**src/common/icache_pkg.sv**
```systemverilog
// instruction cache shared definitions
// cache geometry, address decoding and line storage types
`default_nettype none

package icache_pkg;

    localparam int WAYS         = 4;
    localparam int SETS         = 16;
    localparam int LINE_WORDS   = 4;
    localparam int OFFSET_W     = 4;    // byte offset within a line
    localparam int INDEX_W      = 4;
    localparam int TAG_W        = 24;
    localparam int UNCACHED_BIT = 31;   // set means a single uncached bus read

    typedef logic [TAG_W-1:0]   tag_t;
    typedef logic [INDEX_W-1:0] index_t;
    typedef logic [1:0]         way_t;

    // one cache line, word 0 at the lowest address
    typedef logic [LINE_WORDS-1:0][31:0] line_t;

    // fetch address seen either flat or split for the lookup
    typedef union packed {
        logic [31:0] raw;
        struct packed {
            tag_t       tag;
            index_t     index;
            logic [1:0] word;       // word within the line
            logic [1:0] byte_sel;   // always zero for fetches
        } fields;
    } fetch_addr_u;

endpackage

`default_nettype wire

```
**src/icache/icache_plru.sv**
```systemverilog
// tree pseudo-LRU replacement state for the instruction cache
// three bits per set, victim picked by following the tree
`timescale 1ns/1ps
`default_nettype none

module icache_plru (
    input  wire logic              clk,
    input  wire logic              arst_n,
    input  wire logic              clear,
    input  wire logic              touch,
    input  wire icache_pkg::index_t touch_set,
    input  wire icache_pkg::way_t  touch_way,
    input  wire icache_pkg::index_t victim_set,
    output icache_pkg::way_t       victim_way
);
    import icache_pkg::*;

    // bit 0 picks the half, bit 1 ways 0/1, bit 2 ways 2/3
    logic [SETS-1:0][2:0] tree_q;
    logic [2:0]           vic_bits;

    assign vic_bits = tree_q[victim_set];

    assign victim_way = vic_bits[0] ? {1'b1, vic_bits[2]}
                                    : {1'b0, vic_bits[1]};

    always_ff @(posedge clk or negedge arst_n) begin
        if (!arst_n) begin
            tree_q <= '0;
        end else if (clear) begin
            tree_q <= '0;
        end else if (touch) begin
            // point every node on the path away from the touched way
            tree_q[touch_set][0] <= ~touch_way[1];
            if (touch_way[1]) begin
                tree_q[touch_set][2] <= ~touch_way[0];
            end else begin
                tree_q[touch_set][1] <= ~touch_way[0];
            end
        end
    end

endmodule

`default_nettype wire

```
**config.mk**
```make
export PLATFORM = sky130hd
export DESIGN_NAME = icache_plru
export DESIGN_NICKNAME = d
export VERILOG_FILES = /design/src/common/icache_pkg.sv /design/src/icache/icache_plru.sv
export SDC_FILE = /design/constraint.sdc
export NUM_CORES = 1
export LEC_CHECK = 0
export ABC_AREA = 1
export BUFFER_PORTS_ARGS = -buffer_cell sky130_fd_sc_hd__buf_2
export CAP_MARGIN = 5
export CORE_UTILIZATION = 60
export CTS_BUF_LIST = sky130_fd_sc_hd__clkbuf_8
export DETAILED_ROUTE_END_ITERATION = 16
export HOLD_SLACK_MARGIN = 0.06
export PLACE_DENSITY_LB_ADDON = 0.15
export SYNTH_ARGS = -nofsm -noshare
export SYNTH_HDL_FRONTEND = slang
export SYNTH_SLANG_ARGS = --single-unit
```
**constraint.sdc**
```tcl
create_clock -name clk -period 1.6 [get_ports clk]
set_clock_uncertainty 0.1 [all_clocks]
set_input_delay 0.16 -clock clk [delete_from_list [all_inputs] [get_ports clk]]
set_output_delay 0.16 -clock clk [all_outputs]
set_load 0.005 [all_outputs]
```
-- Yosys cells after proc, flatten, opt, wreduce, memory -nomap -nowiden
Cells that the tools add are included.
- register bits after elaboration: 48
- input bits: 14
- output and inout bits: 2
- word-level logic and storage cells: 38
- order comparisons: 3
- mux-type cells: 15
- bitwise logic cells: 2
- reduce and logical (&&, ||, !) cells: 2
- operator list (cell ; count):
    $bwmux 48 ; 3
    $mux 48 ; 3
    $demux 3 s4 ; 3
    $bmux 3 s4 ; 1
    $lt 4x5->1 const B ; 2
    $mux 3 ; 2
    $ge 4x1->1 const B ; 1
    $mux 2 ; 2
    $not 1->1 ; 2
    $reduce_bool 2->1 ; 1
    $logic_and 1x1->1 ; 1
    $mux 1 ; 1

-- Longest topological paths before layout
- depth in word-level cells: 9
- mapped depth: 10
- depth with buffers taken out: 9

-- Worst setup path before layout
OpenSTA, ideal clock, no wires.
- path kind: input to output
- start: in victim_set[0]
- end: out victim_way[0]
- data arrival time: 897 ps
- data required time: 1340 ps
- setup slack: 443 ps
- stages: 9
- buffers on the path: 2
- cell sequence: buf_6 buf_6 o21ai_0 nand2_1 nand3_1 nand3_1 nand2_1 nand2_1 nand2_1
- longest elaborated chain between the ends: 3
- RTL lines (item ; line ; text):
    start: declaration ; icache_plru.sv:13 ; input wire icache_pkg::index_t victim_set,
    $bmux 3 s4 ; icache_plru.sv:22 ; assign vic_bits = tree_q[victim_set];
    $mux 3 (not written as such) ; icache_plru.sv:22 ;
    $mux 2 ; icache_plru.sv:24 ; assign victim_way = vic_bits[0] ? {1'b1, vic_bits[2]}
    end: declaration ; icache_plru.sv:14 ; output icache_pkg::way_t victim_way
Every way passes these cells. The select of a mux whose other input is x is not followed.

-- Final worst setup path
- start: reg tree_q[25] in the netlist's numbering
- end: out victim_way[0]
- longest elaborated chain between the ends: 3
- RTL lines (item ; line ; text):
    start: declaration ; icache_plru.sv:19 ; logic [SETS-1:0][2:0] tree_q;
    start signal: indexed assignment ; icache_plru.sv:34 ; tree_q[touch_set][0] <= ~touch_way[1];
    start signal: indexed assignment ; icache_plru.sv:36 ; tree_q[touch_set][2] <= ~touch_way[0];
    start signal: indexed assignment ; icache_plru.sv:38 ; tree_q[touch_set][1] <= ~touch_way[0];
    $bmux 3 s4 ; icache_plru.sv:22 ;
    $mux 3 (not written as such) ; icache_plru.sv:22 ;
    $mux 2 ; icache_plru.sv:24 ;
Every way passes these cells. The select of a mux whose other input is x is not followed.

==> results.ini <==
[sta]
finalHoldViolCount=0
finalMaxSlewViolations=0
clock.fmax_mhz=590.0
fin_crit_sh=1.059
setup_ws_ps=-94.98
worstMarginPinSlew_ps=367.0
setup-violations-final=2
rsz0062_at_grt=true
slew_headroom=0.7550
layout_min_cycle_time_ps=1695

[die]
num_rows=24
initial_utilization=0.6253
io_pins=16
dieArea_mm2=0.004843
die_h_um=69.60
core_area_mm2=0.004384
die_x_um=69.60

[synth]
synth-edff-count=0
synthSimpleGateAreaFrac=0.2757
ys.flop_type=dfrtp_1
synth_top_area_frac=0.4382
synthCells=360
yosysSeqAreaShare=0.4382
yosysWarnings=0
synth_area_leaders=dfrtp_1 44%, nand2_1 12%, nand3_1 6.4%
yosysTopAreaCell=dfrtp_1
yosys.area_share.adder=0
syn_avg_cell_area_um2=7.615
syn_area_mm2=0.002741
async_reset_ff_frac=1.000
ys_ff_latch=48
synth_compound_area_frac=0.1661
synth_top_family_by_area=simple AND/OR/NAND/NOR gates
synth_common_cells=89 x nand2_1, 48 x dfrtp_1, 43 x inv_1
syn-num-nets=374
synth_xor_area_frac=0
muxShareOfSynthArea=0
yosysMostFrequentCell=nand2_1
yosysUniqueCellTypes=26

[setup_path]
end_kind=output port
crit_required_ps=1340
critPathMaxStageDelay_ps=390
path_max_fanout=2
cp_top_family=simple AND/OR/NAND/NOR gates
crit_buf_inv=1
critical_path.slowest_cell=dfrtp_1
path_cells=or2_1 > nand3_1 > nand3_1 > nand3_1 > nand2_1 > nand2_1 > nand2_1 > buf_2
worstPathArrival_ps=1430
startpoint_type=flip-flop
setup.worst_path.class=flip-flop to output port

[final_layout]
area_growth_pct=9.219
antenna_cells=0
fin_area_mm2=0.002994
largest_register_ff_count=48
fin_util=0.6829
largest_register=tree_q
fin_cells=433
largestRegisters=tree_q: 48 flops
fin_nets=394
drive_above_1_share=0.1575

[grt]
antenna_found_initial=0
grt_pass1_wl_mm=11.88
grtUsageTotal=0.3167
grt_max_degree=49
grt_overflow_total=0
grt_pass1_vias=2419

[pwr]
irDropWorstVdd_mv=0.6713
power_leakage_nw=1.444
power.density_mw_per_mm2=820.0

[placement]
port_buffers=15
gp_congestion=0.9684
placed_cells=422
dpl.hpwl_mm=4.913
placed_area_mm2=0.002844

[flow_run]
maxCapViolations=0

[drt]
drtPass1Iterations=5
wl_mm=7.064
viasPerCell=5.848
drt-initial-drc-count=247
route.detailed.drc=0
wire_per_inst_um=16.31
ant_nets=0
vias=2532

[status]
status=finished with violations
violations=negative setup slack

[clocking]
htreeDepth=2
insertion_delay_ps=300
clkTransAtPathRegs_ps=90
numCtsBuffers=5
cts_buffer_depth=2
cts_root_buffer=clkbuf_8
cts_tree=yes
numClockSinks=48

[hold_path]
min_path_type=input pin to flip-flop

==> per-layer routing <==
layer  part of all wire  vias up  GRT usage
li1                   -     1211          -
met1               0.44     1191     0.4542
met2               0.45      113     0.4725
met3              0.086       17    0.07558
met4              0.025        0     0.1066
met5                  0        -          0
==> what timing repair did <==
| action | CTS | global route |
|---|---|---|
| setup endpoints to repair | 1 | 2 |
| gates resized for setup | 1 | 4 |
| hold endpoints to repair | 48 | 0 |
| pin swaps | 0 | 1 |
| hold buffers | 1 | 0 |
| setup buffers | 0 | 2 |
==> report_power, final <==
group | switching, W | total [W] | internal [W]
registers | 0.00000720 | 0.00123 | 0.00122
logic | 0.000234 | 0.000336 | 0.000102
clock network | 0.000425 | 0.000888 | 0.000463
==> placed cells by master, fill, tap and decap left out, drive strengths merged <==
| master | Yosys | final |
|---|---|---|
| or2 | 2 | 2 |
| a21oi | 2 | 2 |
| clkinvlp | 0 | 1 |
| nor2 | 31 | 31 |
| nand3 | 35 | 35 |
| o31ai | 10 | 10 |
| buf | 13 | 27 |
| nand2 | 93 | 93 |
| clkinv | 0 | 1 |
| inv | 49 | 49 |
| o21ai | 58 | 58 |
| clkbuf | 2 | 5 |
| dlygate4sd3 | 0 | 1 |
| o22ai | 5 | 5 |
| dfrtp | 48 | 48 |
| o32ai | 1 | 1 |
| o211ai | 3 | 3 |
| bufinv | 0 | 1 |
| nor3 | 8 | 8 |
==> kinds of logic (layout without fill, tap and decap cells) <==
logic type,Yosys count,count (layout)
and+or+nand+nor,169,169
buffers and inverters,64,85
AOI/OAI and AO/OA,79,79
DFF,48,48
==> final cells by class <==
class / instances / area [µm²]
inverter: 49 / 191.4
timing repair buffer: 28 / 200.2
sequential: 48 / 1201
tap: 52 / 65.06
clock buffer: 5 / 68.82
multi-input combinational: 248 / 1225
clock inverter: 3 / 42.54
fill: 379 / 1390
==> path summary, 6_finish.rpt <==
| check | end | depth (start not counted) | slack (ps) | from |
|---|---|---|---|---|
| worst min register to register | tree_q[9]$_DFFE_PN0P_ | 2 | 380 | tree_q[9]$_DFFE_PN0P_ |
| min in group asynchronous | tree_q[21]$_DFFE_PN0P_ | 3 | 260 | arst_n |
| max in group asynchronous | tree_q[42]$_DFFE_PN0P_ | 3 | 900 | arst_n |
| worst max register to register | tree_q[32]$_DFFE_PN0P_ | 3 | 710 | tree_q[32]$_DFFE_PN0P_ |
| worst max-delay path | victim_way[0] | 8 | -90 | tree_q[25]$_DFFE_PN0P_ |
| worst min-delay path | tree_q[35]$_DFFE_PN0P_ | 3 | 130 | touch_set[0] |
==> stage by stage <==
step                      setup slack, ps  hold WS, ps  TNS, ps  total power, W
after floorplan                     443.3       -235.6        0        0.001466
after global placement              102.2        63.43        0        0.001575
after CTS                          -88.81        128.5   -88.81        0.002456
final                              -94.98        134.1   -171.1        0.002455
after detailed placement            134.6        72.55        0        0.001578
after global routing               -224.6        143.9   -389.8        0.002545
==> worst register-to-register path: stages, from the launching register on <==
cell and delay [ps]:
dfrtp_1 400, buf_4 140, o21ai_0 60, o31ai_1 90
Power figures use the tool's default switching activity.
