<file path="src/common/icache_pkg.sv">
// instruction cache shared definitions
// cache geometry, address decoding and line storage types
`default_nettype none

package icache_pkg;

    localparam int WAYS         = 4;
    localparam int SETS         = 16;
    localparam int LINE_WORDS   = 4;
    localparam int OFFSET_W     = 4;    // byte offset within a line
    localparam int INDEX_W      = 4;
    localparam int TAG_W        = 24;
    localparam int UNCACHED_BIT = 31;   // set means a single uncached bus read

    typedef logic [TAG_W-1:0]   tag_t;
    typedef logic [INDEX_W-1:0] index_t;
    typedef logic [1:0]         way_t;

    // one cache line, word 0 at the lowest address
    typedef logic [LINE_WORDS-1:0][31:0] line_t;

    // fetch address seen either flat or split for the lookup
    typedef union packed {
        logic [31:0] raw;
        struct packed {
            tag_t       tag;
            index_t     index;
            logic [1:0] word;       // word within the line
            logic [1:0] byte_sel;   // always zero for fetches
        } fields;
    } fetch_addr_u;

endpackage

`default_nettype wire

</file>
<file path="src/icache/icache_bus_master.sv">
// wishbone classic read master for line refills and uncached reads
// one beat or four incrementing beats, cyc held across a refill
`timescale 1ns/1ps
`default_nettype none

module icache_bus_master (
    input  wire logic        clk,
    input  wire logic        arst_n,
    input  wire logic        fill_start,
    input  wire logic        fill_single,
    input  wire logic [31:0] fill_addr,
    input  wire logic [31:0] wb_dat_i,
    input  wire logic        wb_ack,
    output logic             wb_cyc,
    output logic             wb_stb,
    output logic [31:0]      wb_adr,
    output logic             word_valid,
    output logic [31:0]      word_data
);
    import icache_pkg::*;

    localparam int BEAT_W = $clog2(LINE_WORDS);

    logic              cyc_q;
    logic              stb_q;
    logic              single_q;
    logic [BEAT_W-1:0] beat_q;
    logic [31:0]       adr_q;
    logic              beat_done;
    logic              last_beat;

    assign beat_done = stb_q && wb_ack;
    assign last_beat = single_q || (beat_q == BEAT_W'(LINE_WORDS - 1));

    assign wb_cyc     = cyc_q;
    assign wb_stb     = stb_q;
    assign wb_adr     = adr_q;
    assign word_valid = beat_done;
    assign word_data  = wb_dat_i;   // only meaningful with word_valid

    always_ff @(posedge clk or negedge arst_n) begin
        if (!arst_n) begin
            cyc_q    <= 1'b0;
            stb_q    <= 1'b0;
            single_q <= 1'b0;
            beat_q   <= '0;
        end else if (fill_start) begin
            cyc_q    <= 1'b1;
            stb_q    <= 1'b1;
            single_q <= fill_single;
            beat_q   <= '0;
        end else if (cyc_q) begin
            if (beat_done) begin
                stb_q <= 1'b0;  // one idle cycle between beats
                if (last_beat) begin
                    cyc_q <= 1'b0;
                end else begin
                    beat_q <= beat_q + 1'b1;
                end
            end else if (!stb_q) begin
                stb_q <= 1'b1;
            end
        end
    end

    // address moves on only while stb is low
    always_ff @(posedge clk) begin
        if (fill_start) begin
            adr_q <= fill_addr;
        end else if (beat_done && !last_beat) begin
            adr_q <= adr_q + 32'd4;
        end
    end

endmodule

`default_nettype wire

</file>
<file path="config.mk">
export PLATFORM = sky130hd
export DESIGN_NAME = icache_bus_master
export DESIGN_NICKNAME = d
export VERILOG_FILES = /design/src/common/icache_pkg.sv /design/src/icache/icache_bus_master.sv
export SDC_FILE = /design/constraint.sdc
export NUM_CORES = 1
export LEC_CHECK = 0
export BUFFER_PORTS_ARGS = -buffer_cell sky130_fd_sc_hd__clkbuf_2
export CAP_MARGIN = 25
export CORE_MARGIN = 8
export CORE_UTILIZATION = 40
export DETAILED_ROUTE_END_ITERATION = 6
export PLACE_DENSITY = 0.74
export SETUP_SLACK_MARGIN = 0.02
export SKIP_LAST_GASP = 1
export SYNTH_ARGS = -nofsm -noshare
export SYNTH_HDL_FRONTEND = slang
export SYNTH_SLANG_ARGS = --single-unit
</file>
<file path="constraint.sdc">
create_clock -name clk -period 3.1 [get_ports clk]
set_input_delay 0.62 -clock clk [delete_from_list [all_inputs] [get_ports clk]]
set_output_delay 0.62 -clock clk [all_outputs]
set_load 0.02 [all_outputs]
</file>
* Word level (Yosys, flattened, before mapping)
Index checks and enable logic that the tools add are counted.
** Operators by class
- $add $sub $neg :: 2
- $mul :: 0
- Div/mod/pow operators :: 0
- Magnitude comparators :: 0
- Eq/ne operators :: 2
- Shift-type cells :: 0
- Mux-type cells :: 13
- Bitwise gates (word level) :: 0
- Reduce and logical (&&, ||, !) cells :: 8
** Operators by type and width (count)
- two-way mux 32 bit :: 2
- adder 32 x 3 -> 32 bit, second input constant :: 1
- two-way mux 2 bit :: 4
- two-way mux 1 bit :: 7
- nonzero test 2 bit :: 3
- AND reduction 3 bit :: 1
- adder 2 x 1 -> 2 bit, second input constant :: 1
- == test 2 bit, second input constant :: 1
- logical AND 1 bit :: 2
- inequality test 2 bit, second input constant :: 1
- logical NOT 1 bit :: 1
- logical OR 1 bit :: 1
** Word-level totals
- Flip-flop bits (word level) :: 37
- Latch bits :: 0
- RAM bits :: 0
- Memory bits (read-only) :: 0
- Input bits :: 69
- Output and inout bits :: 67
- Word-level logic and storage cells :: 30
- Memories kept :: 0

* Logic depth before layout (Yosys ltp)
Gate-level depths: netlist of the first run.
- Depth in word-level cells :: 6
- Depth in mapped cells :: 6
- Gate-level depth less buffers :: 5

* Worst setup path after synthesis of the first run
No wires, ideal clock.
- Path kind :: reg2reg
- Start :: register adr_q[2], in the netlist wb_adr[2]
- End :: register adr_q[24], in the netlist wb_adr[24], data pin
- Library setup time :: 0.261 ns
- Arrival time :: 2.082 ns
- Data required time :: 2.839 ns
- Path slack :: 0.758 ns
- Stages on the path, launching flop included :: 6
- Buffers on the path :: 0
- Clock period less this slack :: 2.342 ns
- Cell sequence :: edfxtp_1 > ha_1 > nand4_2 > or3_1 > or4_1 > a221o_1
** Between the ends
- Longest elaborated chain between the ends :: 3
** RTL lines
- start: declaration :: line icache_bus_master.sv:28 : logic [31:0] adr_q;
- start signal: assignment :: line icache_bus_master.sv:69 : adr_q <= fill_addr;
- start signal: assignment :: line icache_bus_master.sv:71 : adr_q <= adr_q + 32'd4;
- adder 32 x 3 -> 32 bit :: line icache_bus_master.sv:71
- two-way mux 32 bit :: line icache_bus_master.sv:70 : end else if (beat_done && !last_beat) begin
- two-way mux 32 bit :: line icache_bus_master.sv:68 : if (fill_start) begin
Every way passes these cells. The select of a mux whose other input is x is not followed.
A chain may end at the register's enable or synchronous reset.

* Final worst setup path of the first run
Same ends and word-level chain as after synthesis.

==> metrics, run 1 <==
area share of the largest cell type after synthesis=0.4004; unrepaired setup endpoints after global routing=no; capturing point of the worst reg2reg path=wb_adr[24]$_DFFE_PP_; placeable core area=around 0.0059 sq mm; number of enable-type register cells in the synthesized netlist=32; number of antenna violations at the first check in global routing=0; Worst Reg-to-Reg Cells=5; effective utilization at floorplan=0.4102; worst r2r src=wb_adr[2]$_DFFE_PP_; CTS tree=built; routed vias/inst=5.485; arrival time at the worst endpoint=roughly 2.6 ns; worst-case headroom to the max-slew limit=0.6095; Post-Syn Nets=roughly 330; VDD IR max=slightly below 0.0002 V; total design power=about 1.3 mW; main flop type after synthesis=sky130_fd_sc_hd__edfxtp_1; HPWL after detailed placement=4491 um; overall track demand over capacity in global routing=0.1427; Gate Count Post-Synth=around 250; synth top area cells=sky130_fd_sc_hd__edfxtp_1 (40%), sky130_fd_sc_hd__buf_4 (10%), sky130_fd_sc_hd__dfrtp_1 (5.2%), sky130_fd_sc_hd__or4_1 (4.7%), sky130_fd_sc_hd__nand2_1 (4.2%); total clock buffers created by CTS=5; Slew @ Worst Pin=0.5857 ns; Tightest Hold Check Type=input port to async pin; Skew-Pair Late Insertion Delay=0.29 ns; net count of the finished layout=360; total detailed-routing wirelength=approximately 6100 um; startpoint class of the critical path=flop; reported max-cap violation count=0; number of hold buffers added after cts=0; clock tree root buffer cell=sky130_fd_sc_hd__clkbuf_8; row cnt=28; Unique masters post-synth=35; Post-CTS Repair Setup Buffers=0; proportion of synthesized chip area in sequential cells=0.4526; Sequential cell area=0.001086 sq mm; count of endpoints failing setup in the final report=0; worst slack after detailed placement=about 0.60 ns; minimum setup slack in the final design=~0.6 ns; area used by multi-input combinational logic=999.7 sq um; wire length per cell after detailed routing=16.65 um; # placed instances=around 360; setup tns final=0 ns; via count of the first global-routing pass=between 1,500 and 2,000; total of warnings raised by yosys=0; library cell with the largest summed area after synthesis=sky130_fd_sc_hd__edfxtp_1; maximum fanout along the worst path=12; clock transition at the registers of the reported paths=0.08 ns; Max Root-Sink Buffers=2; achievable clock frequency=0.3975 GHz; number of vias after detailed routing=2,002; DRC violations left=0; Cell Count, Final, Fillers Out=~370; total overflow reported by the global router=0; result of the run=finished, final reports clean; worst clock skew=0.005263 ns; launch point of the critical path=wb_adr[2]$_DFFE_PP_; fraction of synthesis flops using an asynchronous set or reset pin=0.1351; worst setup path endpoint=wb_adr[24]$_DFFE_PP_; total I/O pin count=about 140; # clock sinks=37; final antenna-violating net count=0; maximum number of pins on one net before global-route repair=34; P per Cell Area=491.6 mW/mm^2; Antenna Cells=0; signed area change from the synthesized netlist to the final layout=11.57%; Vert. Die Dim=93.46 um; Filler Cell Count=580; final-report hold violation count=0; routability cong.=0.7700; setup slack of the worst register-to-register path=0.58 ns; Die ar.=0.008734 sq mm; Cell Area, Synth=0.002400 sq mm; Crit path required time=3.14 ns; share of layout cells above drive strength 1=0.2966; Pleak=1.046 nW; Worst Setup Path Type=flop to flop; count of final max-slew check failures=0; total of flip-flops plus latches after synthesis=37; post-layout minimum cycle time=roughly 2.5 ns; Avg Inst Size Synth=9.448 sq um; Port-buffer cells=71; deepest level of the CTS H-tree=2; first-pass GRT wire length=10,040 um; kind of end point of the critical path=flop; fraction of the cycle the final worst path needs=0.8116; starting DRC count in detailed routing=121; CTS resizes=0; width of the chip=~93 um; most frequent cells after synthesis=sky130_fd_sc_hd__buf_4 (32), sky130_fd_sc_hd__edfxtp_1 (32), sky130_fd_sc_hd__nand2_1 (27); First-pass DRT Iterations=4
-- registers in the layout (all words and copies together), names as in the netlist --
signal / cells
wb_cyc: 1
beat_q: 2
wb_stb: 1
wb_adr: 32
single_q: 1
-- worst min-delay path by stage --
stage | slack [ns] | end | cells past startpoint
4_1_cts | 0.12 | wb_stb$_DFFE_PN0P_ | 1
2_1_floorplan | 0.32 | beat_q[0]$_DFFE_PN0P_ | 0
3_3_place_gp | 0.44 | wb_stb$_DFFE_PN0P_ | 1
5_1_grt | 0.12 | wb_stb$_DFFE_PN0P_ | 1
6_report | 0.13 | wb_stb$_DFFE_PN0P_ | 1
3_5_place_dp | 0.44 | wb_stb$_DFFE_PN0P_ | 1
-- logic make-up (layout without fill, tap and decap cells) --
| kind of cell | Yosys count | after routing | share of synthesized area |
|---|---|---|---|
| AO/OA/AOI/OAI | 47 | 47 | 0.1215 |
| adder cells (fa/ha/maj) | 2 | 2 | 0.01043 |
| buffers and inverters | 51 | 87 | 0.1309 |
| AND/OR/NAND/NOR | 102 | 102 | 0.2273 |
| multiplexers | 3 | 3 | 0.01356 |
| flip-flops | 37 | 37 | 0.4526 |
| XOR/XNOR | 12 | 12 | 0.04380 |
-- critical path, stage by stage, from the launching register on --
cell and delay, ns:
sky130_fd_sc_hd__edfxtp_1 0.40, sky130_fd_sc_hd__ha_1 0.24, sky130_fd_sc_hd__nand4_2 0.20, sky130_fd_sc_hd__or3_1 0.58, sky130_fd_sc_hd__or4_1 0.51, sky130_fd_sc_hd__a221o_1 0.33
-- cell usage in the layout (no fill, tap or decap), drive strengths merged --
| cell | synthesis | layout |
|---|---|---|
| edfxtp | 32 | 32 |
| o21ai | 19 | 19 |
| and2 | 3 | 3 |
| inv | 5 | 5 |
| clkinv | 0 | 1 |
| buf | 34 | 3 |
| or4 | 15 | 15 |
| mux2i | 1 | 1 |
| clkbuf | 12 | 78 |
| nor2b | 2 | 2 |
| nand2 | 27 | 27 |
| or3 | 5 | 5 |
| nor3 | 3 | 3 |
| o211ai | 1 | 1 |
| and4 | 3 | 3 |
| a21o | 1 | 1 |
| a31oi | 14 | 14 |
| a221oi | 1 | 1 |
| xnor2 | 9 | 9 |
| nor2 | 20 | 20 |
| xor2 | 3 | 3 |
| dfrtp | 5 | 5 |
| nand4 | 6 | 6 |
| mux2 | 2 | 2 |
| nor3b | 1 | 1 |
| a221o | 1 | 1 |
| nor4 | 3 | 3 |
| nor4b | 1 | 1 |
| o31ai | 10 | 10 |
| nand3b | 1 | 1 |
| ha | 2 | 2 |
| and3 | 1 | 1 |
| nand3 | 11 | 11 |
-- report_power, final --
group	leakage (nW)	internal, mW	switching (mW)
Sequential	0.375	0.607	0.0627
Combinational	0.617	0.101	0.164
Clock	0.0542	0.201	0.180
-- layer usage --
layer  wire length, um  vias to the layer above  track usage
met5                 0                        -            0
met4                51                        0      0.05235
met3               638                       10      0.06330
met2              2857                       85       0.2215
met1              2530                      926       0.1700
li1                  -                      981            -
-- stage by stage --
| stage | instance area (sq um) | util | hold WS (ns) |
|---|---|---|---|
| after floorplan | 2400 | - | 0.3244 |
| final | 2678 | 0.4577 | 0.1257 |
| after CTS | 2678 | 0.4577 | 0.1214 |
| after global routing | 2678 | 0.4577 | 0.1212 |
| after detailed placement | 2576 | 0.4403 | 0.4448 |
| after global placement | 2576 | 0.4403 | 0.4412 |
-- layout make-up --
type                       instances  area share
sequential                        37      0.4056
multi-input combinational        166      0.3734
timing repair buffer              74      0.1411
clock buffer                       7     0.03598
tap                               75     0.03505
inverter                           5    0.007009
clock inverter                     1    0.001869
(Power assumes the default switching activity.)
==> run 2: changes to the inputs <==
--- a/config.mk
+++ b/config.mk
@@ -5,12 +5,13 @@
 export SDC_FILE = /design/constraint.sdc
 export NUM_CORES = 1
 export LEC_CHECK = 0
+export ABC_AREA = 1
 export BUFFER_PORTS_ARGS = -buffer_cell sky130_fd_sc_hd__clkbuf_2
 export CAP_MARGIN = 25
 export CORE_MARGIN = 8
 export CORE_UTILIZATION = 40
 export DETAILED_ROUTE_END_ITERATION = 6
-export PLACE_DENSITY = 0.74
+export PLACE_DENSITY = 0.71
 export SETUP_SLACK_MARGIN = 0.02
 export SKIP_LAST_GASP = 1
 export SYNTH_ARGS = -nofsm -noshare
==> constraint.sdc (replaced) <==
create_clock -name clk -period 2.4 [get_ports clk]
set_input_delay 0.48 -clock clk [delete_from_list [all_inputs] [get_ports clk]]
set_output_delay 0.48 -clock clk [all_outputs]
set_load 0.02 [all_outputs]
==> metrics, run 2 <==
max reg flops=32; Tightest Hold Check Type=input port to flop; first-pass GRT wire length=10,800 um; setup tns final=0 ns; maximum fanout along the worst path=30; Port-buffer cells=between 70 and 80; First-pass DRT Iterations=4; maximum number of pins on one net before global-route repair=31; wire length per cell after detailed routing=13.30 um; final antenna-violating net count=0; number of antenna violations at the first check in global routing=0; overall track demand over capacity in global routing=0.1353; reported max-cap violation count=0; arrival time at the worst endpoint=1.55 ns; achievable clock frequency=0.6223 GHz; post-layout minimum cycle time=1.607 ns; unrepaired setup endpoints after global routing=no; final design instance area without fill=0.003058 sq mm; Post-Place Cell Area=0.002914 sq mm; row cnt=30; Worst Setup Path Type=flop to flop; count of endpoints failing setup in the final report=0; Pleak=approximately 1.5 nW; most frequent cells in the layout=sky130_fd_sc_hd__nand2_1 (136), sky130_fd_sc_hd__clkbuf_2 (71), sky130_fd_sc_hd__edfxtp_1 (32), sky130_fd_sc_hd__nor2_1 (31), sky130_fd_sc_hd__nand3_1 (31); proportion of synthesized chip area in sequential cells=0.3989; Unique masters post-synth=27; result of the run=finished, final reports clean; P per Cell Area=about 650 mW/mm^2; total of warnings raised by yosys=0; worst clock skew=0.009400 ns; Die ar.=0.009702 sq mm; Post-Syn Nets=between 400 and 500; total of flip-flops plus latches after synthesis=37; kind of end point of the critical path=flop; via count of the first global-routing pass=2,367; Post-CTS Repair Setup Buffers=0; count of final max-slew check failures=0; routed vias/inst=4.813; starting DRC count in detailed routing=150; fraction of synthesis flops using an asynchronous set or reset pin=0.1351; main flop type after synthesis=sky130_fd_sc_hd__edfxtp_1; Cell Area, Synth=~0.0027 sq mm; number of vias after detailed routing=2,344; logic gate share of total power=0.225; design internal power=1.368 mW; clock transition at the registers of the reported paths=0.08 ns; width of the chip=about 99 um; Vert. Die Dim=around 99 um; deepest level of the CTS H-tree=2; startpoint class of the critical path=flop; top-count cell post-synth=sky130_fd_sc_hd__nand2_1; total clock buffers created by CTS=5; share of layout cells above drive strength 1=0.2826; VDD IR max=0.0003376 V; routability cong.=roughly 0.84; number of enable-type register cells in the synthesized netlist=32; Met2 Routed Length=about 3200 um; Switch Pwr=0.6183 mW; Antenna Cells=0; total length of routed met3 wires=522 um; leading cell type in the layout, fill and taps excluded=sky130_fd_sc_hd__nand2_1; Slew @ Worst Pin=0.4067 ns; Avg Inst Size Synth=~7.5 sq um; Switching Fraction=0.3112; Flop pwr share=0.451; worst slack after detailed placement=0.7922 ns; area share of the largest cell type after synthesis=0.3529; # clock sinks=37; Max Root-Sink Buffers=2; minimum setup slack in the final design=0.7930 ns; HPWL after detailed placement=5098 um; most frequent cells after synthesis=sky130_fd_sc_hd__nand2_1 (136), sky130_fd_sc_hd__buf_4 (32), sky130_fd_sc_hd__edfxtp_1 (32); Gate Count Post-Synth=363; worst-case headroom to the max-slew limit=0.7289; placeable core area=0.006681 sq mm; net count of the finished layout=approximately 480; fraction of the cycle the final worst path needs=0.6696; Crit path required time=2.35 ns; final-report hold violation count=0; Skew-Pair Late Insertion Delay=approximately 0.29 ns; top sig layer=met4; total overflow reported by the global router=0; total I/O pin count=136; Filler Cell Count=about 700; signed area change from the synthesized netlist to the final layout=12.32%; met1 WL=2728 um; total detailed-routing wirelength=~6500 um; CTS tree=built; post-layout util=0.4577; effective utilization at floorplan=0.4075; synth top area cells=sky130_fd_sc_hd__edfxtp_1 (35%), sky130_fd_sc_hd__nand2_1 (19%), sky130_fd_sc_hd__buf_4 (8.8%), sky130_fd_sc_hd__nand3_1 (5.7%), sky130_fd_sc_hd__dfrtp_1 (4.6%); library cell with the largest summed area after synthesis=sky130_fd_sc_hd__edfxtp_1; clock tree root buffer cell=sky130_fd_sc_hd__clkbuf_8; share of power burned in the clock network=0.324; DRC violations left=0
[run 2: cell types whose count changed after synthesis, sizes merged, moves of 5 or more]
cell    delta
nand2    +120
nor2      +28
inv       +23
nand3     +20
or4       -15
a31oi     -13
clkbuf    -10
o31ai     -10
xnor2      -9
nand4      -6
or3        -5
[run 2: kinds of logic (layout without fill, tap and decap cells)]
group,count (synthesis),count (layout),share of synthesized area
AND/OR/NAND/NOR,233,233,0.3980
adder cells (fa/ha/maj),2,2,0.009190
flip-flops,37,37,0.3989
buffers and inverters,68,112,0.1466
XOR/XNOR,2,2,0.006435
AO/OA/AOI/OAI,21,21,0.04090
[run 2: final timing paths]
kind | cells past startpoint | slack [ns] | from | to
worst min-delay path | 3 | 0.38 | fill_single | single_q$_DFFE_PN0P_
max in group asynchronous | 2 | 1.75 | arst_n | beat_q[0]$_DFFE_PN0P_
worst max register to register | 5 | 0.79 | beat_q[0]$_DFFE_PN0P_ | wb_adr[20]$_DFFE_PP_
worst min register to register | 2 | 0.51 | single_q$_DFFE_PN0P_ | single_q$_DFFE_PN0P_
min in group asynchronous | 2 | 0.52 | arst_n | single_q$_DFFE_PN0P_
worst max-delay path | 5 | 0.79 | beat_q[0]$_DFFE_PN0P_ | wb_adr[20]$_DFFE_PP_
[run 2: area by class of cell]
cell class,instances,area (sq um),share of cell area
tap,80,100.1,0.03273
multi-input combinational,258,1237,0.4047
timing repair buffer,76,395.4,0.1293
clock inverter,3,65.06,0.02128
inverter,28,105.1,0.03437
clock buffer,5,68.82,0.02250
sequential,37,1086,0.3552
[run 2: power groups by stage]
stage	clock (mW)	combinational, mW	sequential, mW
floorplan	0	0.295	0.974
global placement	0	0.439	0.904
detailed placement	0	0.450	0.909
CTS	0.664	0.453	0.896
global route	0.678	0.498	0.911
finish	0.644	0.446	0.896
[run 2: routing by layer]
metal / up-vias / global-route usage
met5: - / 0
met4: 0 / 0.04132
met3: 7 / 0.04933
met2: 67 / 0.2355
met1: 1067 / 0.1500
li1: 1203 / -
[run 2: timing repair]
item / CTS / global route
hold buffers: 1 / 0
endpoints found under the hold margin: 5 / 0
gates resized for setup: 0 / 0
[run 2: critical path, stage by stage (launching register included)]
cell,delay [ns]
sky130_fd_sc_hd__dfrtp_1,0.40
sky130_fd_sc_hd__ha_1,0.20
sky130_fd_sc_hd__nor2_1,0.15
sky130_fd_sc_hd__nand2_1,0.09
sky130_fd_sc_hd__nand2_1,0.06
sky130_fd_sc_hd__buf_4,0.37
[run 2: metrics by stage]
step	hold WS, ns	power [mW]	cells
finish	0.3807	1.986	487
global route	0.4112	2.088	487
CTS	0.3719	2.012	487
detailed placement	0.3005	1.359	478
global placement	0.2995	1.344	478
floorplan	0.1844	1.269	363
==> run 3: changes to the inputs <==
--- a/config.mk
+++ b/config.mk
@@ -11,7 +11,7 @@
 export CORE_MARGIN = 8
 export CORE_UTILIZATION = 40
 export DETAILED_ROUTE_END_ITERATION = 6
-export PLACE_DENSITY = 0.71
+export PLACE_DENSITY = 0.74
 export SETUP_SLACK_MARGIN = 0.02
 export SKIP_LAST_GASP = 1
 export SYNTH_ARGS = -nofsm -noshare
==> constraint.sdc (replaced) <==
create_clock -name clk -period 1.4 [get_ports clk]
set_input_delay 0.28 -clock clk [delete_from_list [all_inputs] [get_ports clk]]
set_output_delay 0.28 -clock clk [all_outputs]
set_load 0.02 [all_outputs]
==> metrics, run 3 (synthesized netlist as in run 2, its figures left out) <==
final antenna-violating net count=0; net count of the finished layout=529; arrival time at the worst endpoint=1.55 ns; Port-buffer cells=71; minimum setup slack in the final design=-0.09569 ns; Tightest Hold Check Type=input port to flop; total detailed-routing wirelength=approximately 7600 um; routed vias/inst=4.794; width of the chip=98.50 um; VDD IR max=between 0.0005 and 0.0006 V; Slew @ Worst Pin=around 0.51 ns; Max Root-Sink Buffers=2; worst clock skew=between 0.01 and 0.015 ns; routability cong.=0.8978; result of the run=finished with violations; unrepaired setup endpoints after global routing=yes; worst r2r src=wb_adr[22]$_DFFE_PP_; signed area change from the synthesized netlist to the final layout=34.70%; startpoint class of the critical path=flop; via count of the first global-routing pass=2,600; placeable core area=0.006681 sq mm; number of vias after detailed routing=approximately 2,600; HPWL after detailed placement=5685 um; P per Cell Area=around 940 mW/mm^2; post-layout util=0.5489; achievable clock frequency=0.6686 GHz; Worst Setup Path Type=flop to flop; fraction of the cycle the final worst path needs=1.068; Die ar.=0.009702 sq mm; worst-case headroom to the max-slew limit=0.6620; worst setup path endpoint=wb_adr[27]$_DFFE_PP_; clock transition at the registers of the reported paths=approximately 0.08 ns; wire length per cell after detailed routing=14.14 um; starting DRC count in detailed routing=roughly 140; maximum fanout along the worst path=4; total overflow reported by the global router=0; first-pass GRT wire length=12,480 um; maximum number of pins on one net before global-route repair=25; Crit path required time=between 1 and 1.5 ns; CTS tree=built; clock tree root buffer cell=sky130_fd_sc_hd__clkbuf_8; effective utilization at floorplan=0.4075; number of antenna violations at the first check in global routing=0; # clock sinks=37; share of layout cells above drive strength 1=0.4357; worst hold margin=0.1941 ns; total clock buffers created by CTS=5; final-report hold violation count=0; count of final max-slew check failures=0; Antenna Cells=0; capturing point of the worst reg2reg path=wb_adr[27]$_DFFE_PP_; Worst Reg-to-Reg Cells=7; total I/O pin count=136; setup slack of the worst register-to-register path=-0.1 ns; DRC violations left=0; reported max-cap violation count=0; launch point of the critical path=wb_adr[22]$_DFFE_PP_; post-layout minimum cycle time=1.496 ns; row cnt=30; deepest level of the CTS H-tree=2; Skew-Pair Late Insertion Delay=around 0.30 ns; overall track demand over capacity in global routing=0.1580; count of endpoints failing setup in the final report=23; leading cell type in the layout, fill and taps excluded=sky130_fd_sc_hd__nand2_1; Pleak=1.782 nW; max reg flops=32; Vert. Die Dim=98.50 um; First-pass DRT Iterations=4; most frequent cells in the layout=sky130_fd_sc_hd__nand2_1 (131), sky130_fd_sc_hd__clkbuf_2 (65), sky130_fd_sc_hd__buf_4 (48), sky130_fd_sc_hd__edfxtp_1 (32), sky130_fd_sc_hd__inv_1 (23); violations in the final reports=setup timing; kind of end point of the critical path=flop
run 3: cell types whose count changed in the layout (fill, tap and decap cells not counted), moves of 3 or more:
cell | previous run | this run
sky130_fd_sc_hd__nand2_4 | 2 | 5
sky130_fd_sc_hd__nand3_2 | 0 | 16
sky130_fd_sc_hd__buf_4 | 4 | 48
sky130_fd_sc_hd__clkbuf_2 | 71 | 65
sky130_fd_sc_hd__nor2_4 | 9 | 12
sky130_fd_sc_hd__nor2_2 | 6 | 12
sky130_fd_sc_hd__nand3_1 | 31 | 15
sky130_fd_sc_hd__buf_6 | 0 | 5
sky130_fd_sc_hd__nand2_8 | 0 | 4
sky130_fd_sc_hd__buf_2 | 0 | 3
sky130_fd_sc_hd__nor2_1 | 31 | 22
sky130_fd_sc_hd__nand2_1 | 136 | 131
run 3: power breakdown:
group	switching, mW	leakage [nW]	total, mW	internal [mW]
Clock	0.397	0.0422	0.747	0.350
Sequential	0.134	0.379	1.51	1.38
Combinational	0.662	1.36	1.17	0.511
run 3: metal layers:
metal | vias to the layer above | track usage | routed length (um)
met5 | - | 0 | 0
met4 | 0 | 0.05785 | 110
met3 | 12 | 0.05215 | 634
met2 | 79 | 0.2653 | 3603
met1 | 1179 | 0.1830 | 3272
li1 | 1314 | - | -
run 3: how the worst min path moves through the flow:
| stage | start | to | cells after the start |
|---|---|---|---|
| 5_1_grt | fill_single | single_q$_DFFE_PN0P_ | 3 |
| 6_report | fill_single | single_q$_DFFE_PN0P_ | 3 |
| 3_5_place_dp | arst_n | beat_q[1]$_DFFE_PN0P_ | 1 |
| 3_3_place_gp | arst_n | wb_cyc$_DFF_PN0_ | 1 |
| 2_1_floorplan | arst_n | beat_q[0]$_DFFE_PN0P_ | 0 |
| 4_1_cts | fill_single | single_q$_DFFE_PN0P_ | 3 |
run 3: cell type report:
class	instances	area [sq um]
well taps	80	100.1
fillers	622	3014
repair buffers	125	820.8
inverters	28	105.1
clock inverters	1	5.005
clock buffers	7	76.32
flip-flops and latches	37	1087
multi-input cells	261	1473
run 3: worst max-delay path, stage by stage (launching register included):
cell                       delay, ns
sky130_fd_sc_hd__edfxtp_1       0.44
sky130_fd_sc_hd__nand2_1        0.12
sky130_fd_sc_hd__nor2_1         0.15
sky130_fd_sc_hd__nand2_1        0.14
sky130_fd_sc_hd__nor2_2         0.18
sky130_fd_sc_hd__nand3_2        0.09
sky130_fd_sc_hd__nand3_2        0.08
sky130_fd_sc_hd__nand2_1        0.04
run 3: stage by stage:
stage / total power [mW] / setup TNS, ns / std cells / setup slack, ns / cell area [sq um]
detailed placement: 2.524 / -3.459 / 518 / -0.1375 / 3257
global placement: 2.493 / -1.775 / 518 / -0.09872 / 3257
CTS: 3.343 / -1.232 / 532 / -0.1093 / 3500
floorplan: 2.191 / -2.976 / 363 / -0.2246 / 2753
finish: 3.431 / -1.164 / 539 / -0.09569 / 3667
global route: 3.609 / -3.616 / 539 / -0.2039 / 3667
run 3: repair_timing:
item / CTS / global route
cloned: 1 / 2
hold buffers: 1 / 0
endpoints found under the hold margin: 5 / 0
buffers inserted: 4 / 6
pin swaps: 23 / 10
resized for setup: 26 / 30
endpoints found under the setup margin: 58 / 63
